==> config.mk <==
export PLATFORM = sky130hd
export DESIGN_NAME = link_tx_top
export DESIGN_NICKNAME = d
export VERILOG_FILES = /design/src/hw/uart_pkg.sv /design/src/hw/link_pkg.sv /design/src/hw/link_tx_top.sv /design/src/hw/tx_arbiter.sv /design/src/hw/ack_uart_tx.sv /design/src/hw/baud_gen.sv
export SDC_FILE = /design/constraint.sdc
export NUM_CORES = 1
export LEC_CHECK = 0
export BUFFER_PORTS_ARGS = -buffer_cell sky130_fd_sc_hd__buf_2
export CAP_MARGIN = 20
export CORE_ASPECT_RATIO = 0.5
export CORE_MARGIN = 3
export CORE_UTILIZATION = 30
export CTS_CLUSTER_DIAMETER = 100
export DETAILED_ROUTE_END_ITERATION = 8
export HOLD_SLACK_MARGIN = 0.05
export PLACE_DENSITY_LB_ADDON = 0.15
export SETUP_SLACK_MARGIN = 0.1
export SLEW_MARGIN = 20
export SYNTH_ARGS = -nofsm -noshare
export SYNTH_HDL_FRONTEND = slang
export SYNTH_HIERARCHICAL = 1
export SYNTH_SLANG_ARGS = --single-unit
export TNS_END_PERCENT = 30
==> constraint.sdc <==
create_clock -name clk -period 3.3 [get_ports clk]
set_input_delay 0.165 -clock clk [delete_from_list [all_inputs] [get_ports clk]]
set_output_delay 0.165 -clock clk [all_outputs]
set_load 0.01 [all_outputs]
==> src/hw/uart_pkg.sv <==
package uart_pkg;

    ////////////////////////////////////////
    // serial line timing
    ////////////////////////////////////////

    // clocks per bit, kept small for simulation
    localparam int BAUD_DIV = 16;

    // start edge to mid-bit
    localparam int HALF_BAUD = BAUD_DIV / 2;

    localparam int BAUD_CNT_W = $clog2(BAUD_DIV);

    ////////////////////////////////////////
    // frame layout
    ////////////////////////////////////////

    localparam int DATA_BITS = 8;
    localparam int BIT_CNT_W = $clog2(DATA_BITS);

    // start + data + stop
    localparam int FRAME_BITS = DATA_BITS + 2;
    localparam int PHASE_W    = $clog2(FRAME_BITS);

    // idle level of tx and ack lines
    localparam logic LINE_IDLE = 1'b1;

endpackage
==> src/hw/link_pkg.sv <==
package link_pkg;
    import uart_pkg::*;

    ////////////////////////////////////////
    // acknowledge and retry
    ////////////////////////////////////////

    // clocks to wait for an ack start edge after the stop bit
    localparam int ACK_TIMEOUT = 24 * BAUD_DIV;
    localparam int TIMEOUT_W   = $clog2(ACK_TIMEOUT);

    // resends after the first attempt
    localparam int MAX_RETRIES = 3;
    localparam int RETRY_W     = $clog2(MAX_RETRIES + 1);

    ////////////////////////////////////////
    // clients
    ////////////////////////////////////////

    localparam int NUM_CLIENTS = 2;

endpackage

==> src/hw/link_tx_top.sv <==
`timescale 1ns/1ps

module link_tx_top (
    input  logic       clk,
    input  logic       reset,
    input  logic       req_a,
    input  logic [7:0] data_a,
    output logic       done_a,
    output logic       error_a,
    input  logic       req_b,
    input  logic [7:0] data_b,
    output logic       done_b,
    output logic       error_b,
    output logic       tx_line,
    input  logic       ack_line
);

    logic       start;
    logic [7:0] tx_data;
    logic       ok;
    logic       fail;
    logic       restart;
    logic       tick;

    tx_arbiter u_arbiter (
        .clk     (clk),
        .reset   (reset),
        .req_a   (req_a),
        .req_b   (req_b),
        .data_a  (data_a),
        .data_b  (data_b),
        .ok      (ok),
        .fail    (fail),
        .start   (start),
        .tx_data (tx_data),
        .done_a  (done_a),
        .error_a (error_a),
        .done_b  (done_b),
        .error_b (error_b)
    );

    // bit timing restarts with every frame
    baud_gen u_baud (
        .clk     (clk),
        .reset   (reset),
        .restart (restart),
        .tick    (tick)
    );

    ack_uart_tx u_tx (
        .clk      (clk),
        .reset    (reset),
        .start    (start),
        .tx_data  (tx_data),
        .tick     (tick),
        .ack_line (ack_line),
        .restart  (restart),
        .tx_line  (tx_line),
        .ok       (ok),
        .fail     (fail)
    );

endmodule

==> src/hw/tx_arbiter.sv <==
`timescale 1ns/1ps

module tx_arbiter
    import link_pkg::*;
(
    input  logic       clk,
    input  logic       reset,
    input  logic       req_a,
    input  logic       req_b,
    input  logic [7:0] data_a,
    input  logic [7:0] data_b,
    input  logic       ok,
    input  logic       fail,
    output logic       start,
    output logic [7:0] tx_data,
    output logic       done_a,
    output logic       error_a,
    output logic       done_b,
    output logic       error_b
);

    // one-hot owner, bit 0 is client a
    logic [NUM_CLIENTS-1:0] grant;
    logic [NUM_CLIENTS-1:0] pick;
    logic                   last_served;
    logic                   elig_a;
    logic                   elig_b;
    logic                   grant_now;

    // a client still seeing its result pulse holds the old request
    assign elig_a = req_a && !done_a && !error_a;
    assign elig_b = req_b && !done_b && !error_b;

    always_comb begin
        pick = '0;
        if (elig_a && (!elig_b || last_served)) begin
            pick[0] = 1'b1;
        end else if (elig_b) begin
            pick[1] = 1'b1;
        end
    end

    assign grant_now = !(|grant) && (|pick);

    always_ff @(posedge clk) begin
        if (reset) begin
            grant       <= '0;
            last_served <= 1'b1;
            start       <= 1'b0;
            done_a      <= 1'b0;
            error_a     <= 1'b0;
            done_b      <= 1'b0;
            error_b     <= 1'b0;
        end else begin
            start   <= 1'b0;
            done_a  <= ok && grant[0];
            error_a <= fail && grant[0];
            done_b  <= ok && grant[1];
            error_b <= fail && grant[1];
            if ((|grant) && (ok || fail)) begin
                grant <= '0;
            end else if (grant_now) begin
                grant       <= pick;
                last_served <= pick[1];
                start       <= 1'b1;
            end
        end
    end

    always_ff @(posedge clk) begin
        if (grant_now) begin
            tx_data <= pick[0] ? data_a : data_b;
        end
    end

endmodule

==> src/hw/ack_uart_tx.sv <==
`timescale 1ns/1ps

module ack_uart_tx
    import uart_pkg::*, link_pkg::*;
(
    input  logic                 clk,
    input  logic                 reset,
    input  logic                 start,
    input  logic [DATA_BITS-1:0] tx_data,
    input  logic                 tick,
    input  logic                 ack_line,
    output logic                 restart,
    output logic                 tx_line,
    output logic                 ok,
    output logic                 fail
);

    typedef enum logic [2:0] {
        ST_IDLE,
        ST_START,
        ST_DATA,
        ST_STOP,
        ST_WAIT_ACK,
        ST_READ_ACK
    } state_t;

    state_t state;

    logic [DATA_BITS-1:0]  tx_buf;
    logic [DATA_BITS-1:0]  ack_buf;
    logic [BIT_CNT_W-1:0]  bit_cnt;
    logic [TIMEOUT_W-1:0]  ack_timer;
    logic [BAUD_CNT_W-1:0] samp_cnt;
    logic [PHASE_W-1:0]    ack_phase;
    logic [RETRY_W-1:0]    retry_cnt;
    logic                  resend;

    logic launch;
    logic sample;
    logic last_sample;
    logic ack_timeout;
    logic echo_good;
    logic frame_bad;

    // new frame: first attempt or a pending resend
    assign launch  = (state == ST_IDLE) && (start || resend);
    assign restart = launch;

    assign sample      = (state == ST_READ_ACK) && (samp_cnt == '0);
    assign last_sample = sample && (ack_phase == PHASE_W'(FRAME_BITS - 1));
    assign ack_timeout = (state == ST_WAIT_ACK) && ack_line
                         && (ack_timer == TIMEOUT_W'(ACK_TIMEOUT - 1));

    // ack stop bit must be high and the byte must echo what went out
    assign echo_good = last_sample && ack_line && (ack_buf == tx_buf);
    assign frame_bad = ack_timeout
                       || (last_sample && !(ack_line && (ack_buf == tx_buf)));

    ////////////////////////////////////////
    // frame sequencer
    ////////////////////////////////////////

    always_ff @(posedge clk) begin
        if (reset) begin
            state     <= ST_IDLE;
            tx_line   <= LINE_IDLE;
            bit_cnt   <= '0;
            ack_timer <= '0;
            samp_cnt  <= '0;
            ack_phase <= '0;
        end else begin
            case (state)
                ST_IDLE: begin
                    if (launch) begin
                        tx_line <= ~LINE_IDLE;
                        state   <= ST_START;
                    end
                end
                ST_START: begin
                    if (tick) begin
                        tx_line <= tx_buf[0];
                        bit_cnt <= '0;
                        state   <= ST_DATA;
                    end
                end
                ST_DATA: begin
                    if (tick) begin
                        if (bit_cnt == BIT_CNT_W'(DATA_BITS - 1)) begin
                            tx_line <= LINE_IDLE;
                            state   <= ST_STOP;
                        end else begin
                            // lsb first
                            tx_line <= tx_buf[bit_cnt + 1'b1];
                            bit_cnt <= bit_cnt + 1'b1;
                        end
                    end
                end
                ST_STOP: begin
                    if (tick) begin
                        ack_timer <= '0;
                        state     <= ST_WAIT_ACK;
                    end
                end
                ST_WAIT_ACK: begin
                    if (!ack_line) begin
                        samp_cnt  <= BAUD_CNT_W'(HALF_BAUD - 1);
                        ack_phase <= '0;
                        state     <= ST_READ_ACK;
                    end else if (ack_timeout) begin
                        state <= ST_IDLE;
                    end else begin
                        ack_timer <= ack_timer + 1'b1;
                    end
                end
                ST_READ_ACK: begin
                    if (sample) begin
                        samp_cnt  <= BAUD_CNT_W'(BAUD_DIV - 1);
                        ack_phase <= ack_phase + 1'b1;
                        if (ack_phase == '0 && ack_line) begin
                            // glitch, not a start bit
                            state <= ST_WAIT_ACK;
                        end else if (last_sample) begin
                            state <= ST_IDLE;
                        end
                    end else begin
                        samp_cnt <= samp_cnt - 1'b1;
                    end
                end
                default: begin
                    state <= ST_IDLE;
                end
            endcase
        end
    end

    // byte held for all retries
    always_ff @(posedge clk) begin
        if (state == ST_IDLE && start) begin
            tx_buf <= tx_data;
        end
    end

    // ack data bits shift in lsb first
    always_ff @(posedge clk) begin
        if (sample && ack_phase != '0 && ack_phase <= PHASE_W'(DATA_BITS)) begin
            ack_buf <= {ack_line, ack_buf[DATA_BITS-1:1]};
        end
    end

    ////////////////////////////////////////
    // result and retry count
    ////////////////////////////////////////

    always_ff @(posedge clk) begin
        if (reset) begin
            retry_cnt <= '0;
            resend    <= 1'b0;
            ok        <= 1'b0;
            fail      <= 1'b0;
        end else begin
            ok     <= 1'b0;
            fail   <= 1'b0;
            resend <= 1'b0;
            if (echo_good) begin
                ok        <= 1'b1;
                retry_cnt <= '0;
            end else if (frame_bad) begin
                if (retry_cnt == RETRY_W'(MAX_RETRIES)) begin
                    fail      <= 1'b1;
                    retry_cnt <= '0;
                end else begin
                    retry_cnt <= retry_cnt + 1'b1;
                    resend    <= 1'b1;
                end
            end
        end
    end

endmodule

==> src/hw/baud_gen.sv <==
`timescale 1ns/1ps

module baud_gen
    import uart_pkg::*;
(
    input  logic clk,
    input  logic reset,
    input  logic restart,
    output logic tick
);

    logic [BAUD_CNT_W-1:0] count;

    // reload on restart so the first tick lands BAUD_DIV clocks later
    always_ff @(posedge clk) begin
        if (reset || restart) begin
            count <= BAUD_CNT_W'(BAUD_DIV - 1);
        end else if (count == '0) begin
            count <= BAUD_CNT_W'(BAUD_DIV - 1);
        end else begin
            count <= count - 1'b1;
        end
    end

    assign tick = (count == '0);

endmodule

==> metrics.txt <==
Startpoint Class=register; GR Util met1=14.2%; Final setup violation count=0; drt via density=4.81; post-synth top area cell=dfxtp_1; Vias=2206; FF-to-FF setup slack=0.87 ns; die area=12000 µm²; Worst-Skew Late Latency=0.33 ns; drt wl/cell=13.1 µm; asr flop ratio synth=0%; gr busiest metal=met2; Crit Reg-Reg Startpoint=u_baud/count[0]$_SDFF_PP1_; internal power=0.00163 W; core box area=9880 µm²; Seq cells post-synth=65; CTS tree=done; vias in the first global route=2132; DRT iter0 DRCs=143; Post-Syn Nets=320; Synth top area share=25.7%; status=finished clean; n_diodes=0; CTS HTree Levels=3; met3 usage=3.76%; count of max-cap constraint violations=0; Max VDD drop=0.254 mV; Nets=350; worst min-delay path class=in -> reg; hpwl dp=4330 µm; clk_skew=0.00891 ns; Clock Sinks=65; Starting Density=32.4%; Distinct cells, synth=62; router iterations before antenna repair=4; Avg Cell Area, Syn=11.1 µm²; setup TNS=0 ns; area grow syn2layout=16.8%; post-cts sizing count=0; drt total wl=6020 µm; share of power burned in registers=44.7%; port bufs=25; CTS clock-pin slew for the worst setup and hold paths=0.06 ns; share of cells above drive strength 1=23.5%; GRT overflow=0; Die Wd=152 µm; number of flops mapped to enable cells by yosys=24; PD cells=617 nW/µm²; pin count of the biggest net entering global routing=36; CP Max Fanout=9; met2 Usage GRT=15.4%; worst slew margin relative to its limit=47.1%; Die H=79.0 µm; initial antenna violation count=0; Yosys warning total=6; Critical R2R Capture=u_tx/ack_timer[0]$_SDFFE_PP0P_; reg2reg path depth=9; row count=25; Fin. Hold Viols=0; Mapped Area=3200 µm²; final RePlAce weighted congestion=0.791; part of the power in the clock network=37.6%; buffer count from post-CTS setup fixing=0; hold path startpoint=data_b[0]; Post-route DRC=0; GRT Overall Usage=10.5%; Pleak=1.34 nW; Tot Pwr=0.00230 W; crit share post-route=73.6%; IO Count=26; top cells by area, synth=dfxtp_1 (26%), edfxtp_1 (23%), xnor2_1 (4.7%), ha_1 (3.9%), nor2_1 (3.3%); total CTS buffers=9; category of the most critical setup path=reg -> reg; Worst Tran Pin Value=0.793 ns; crit end category=register; cell count after synthesis=289; Worst Hold Endpoint=u_arbiter/tx_data[0]$_DFFE_PP_; fmax=412 MHz; sw frac=29.0%; clk root buf=clkbuf_16; Hold Path Depth=2; Final ANT Viol Nets=0; Switch Pwr=0.000669 W; maximum buffer depth of the clock tree=2; Data required, critical path=3.49 ns; power share of the combinational group=17.6%; cts hold-fix bufs=0; register area share after synthesis=48.2%; RSZ-0062 raised after global routing=no; Final Critical Period=2.43 ns; first-pass GRT wire length=10200 µm; Crit path arrival time=2.62 ns; Top FF cell, synth=dfxtp_1; Slew Limit Fails=0
-- synthesized netlist by cell type, drive strengths merged, types with 2 or more instances --
cell     n
and2b    2
xor2     2
mux2     8
edfxtp  24
o21ai    5
mux2i    3
dfxtp   41
nand2   15
xnor2   17
o31ai    2
o21bai   2
nor2    28
and3b    6
or3      2
clkbuf   3
a211oi   4
buf      6
nor4     4
inv     13
a311oi   3
nor4b    4
a21oi   14
or3b     2
nand2b   5
nor3b    7
nor3    11
a31o     2
ha      10
nand3   11
mux4     2
or4      2
nor2b    6
nand4    6
-- layout by cell type, fill, tap and decap left out, types with 5 or more instances in the layout --
cell	netlist	layout
a21oi_1	14	14
and3b_1	6	6
buf_2	0	25
clkbuf_16	0	9
dfxtp_1	41	41
edfxtp_1	24	24
ha_1	10	10
inv_1	13	13
mux2_2	8	8
nand2_1	15	15
nand2b_1	5	5
nand3_1	9	9
nand4_1	6	6
nor2_1	28	28
nor2b_1	6	6
nor3_1	10	9
xnor2_1	17	17
-- per-layer routing --
layer | share of wire [%] | up-vias
met5 | 0 | -
met4 | 1.2 | 0
met3 | 5.4 | 7
met2 | 43 | 51
met1 | 51 | 1035
li1 | - | 1113
-- power groups by stage --
| stage | sequential (W) | combinational, W | clock (W) |
|---|---|---|---|
| 2_1_floorplan | 0.000981 | 0.000385 | 0 |
| 4_1_cts | 0.00103 | 0.000409 | 0.000887 |
| 6_report | 0.00103 | 0.000407 | 0.000867 |
| 3_5_place_dp | 0.00104 | 0.000407 | 0 |
| 3_3_place_gp | 0.00104 | 0.000400 | 0 |
| 5_1_grt | 0.00105 | 0.000459 | 0.000923 |
-- flip-flops by register name (all words and copies together) (netlist names), 2 cells and up --
| name | flops |
|---|---|
| u_baud/count | 4 |
| u_tx/tx_buf | 8 |
| u_tx/ack_buf | 8 |
| u_tx/retry_cnt | 2 |
| u_arbiter/tx_data | 8 |
| u_tx/bit_cnt | 3 |
| u_tx/samp_cnt | 4 |
| u_tx/ack_timer | 9 |
| u_tx/ack_phase | 4 |
| u_tx/state | 3 |
| u_arbiter/grant | 2 |
-- worst max-delay path by stage --
| stage | startpoint | end | slack (ns) | cells after the start |
|---|---|---|---|---|
| global placement | u_baud/count[0]$_SDFF_PP1_ | u_tx/ack_timer[0]$_SDFFE_PP0P_ | 0.94 | 9 |
| CTS | u_baud/count[0]$_SDFF_PP1_ | u_tx/ack_timer[0]$_SDFFE_PP0P_ | 0.88 | 9 |
| global route | u_baud/count[0]$_SDFF_PP1_ | u_tx/ack_timer[0]$_SDFFE_PP0P_ | 0.71 | 9 |
| floorplan | u_baud/count[0]$_SDFF_PP1_ | u_tx/ack_timer[0]$_SDFFE_PP0P_ | 1.13 | 9 |
| finish | u_baud/count[0]$_SDFF_PP1_ | u_tx/ack_timer[0]$_SDFFE_PP0P_ | 0.87 | 9 |
| detailed placement | u_baud/count[0]$_SDFF_PP1_ | u_tx/ack_timer[0]$_SDFFE_PP0P_ | 0.88 | 9 |
-- worst max-delay path, cell delays in order, from the launching register on --
cell     delay, ns
dfxtp_1       0.33
inv_1         0.06
ha_1          0.17
or3b_2        0.50
inv_1         0.13
and2b_1       0.28
a32oi_4       0.24
or2_2         0.39
a21oi_1       0.15
nor2_1        0.05
-- stage by stage --
step	std cells	hold WS (ns)	setup WS [ns]	utilization (%)	area [µm²]
after detailed placement	443	0.405	0.883	35.0	3460
after global routing	459	0.133	0.708	37.8	3730
after global placement	443	0.399	0.942	35.0	3460
after CTS	459	0.128	0.875	37.8	3730
after floorplan	289	0.259	1.13	-	3200
final	459	0.137	0.872	37.8	3730
-- cells by family after synthesis --
group | after synthesis | share of synthesized area (%)
multiplexers | 13 | 5.16
AO/OA/AOI/OAI | 42 | 10.2
AND/OR/NAND/NOR | 118 | 23.9
adder cells (fa/ha/maj) | 10 | 3.91
XOR/XNOR | 19 | 5.20
flip-flops | 65 | 48.2
buffers and inverters | 22 | 3.40
-- layout make-up --
type | instances | area, µm²
Clock buffer | 12 | 246
Clock inverter | 4 | 28.8
Fill cell | 997 | 6150
Inverter | 13 | 48.8
Multi-Input combinational cell | 202 | 1550
Sequential cell | 65 | 1540
Tap cell | 135 | 169
Timing Repair Buffer | 28 | 148
(Power assumes the default switching activity.)
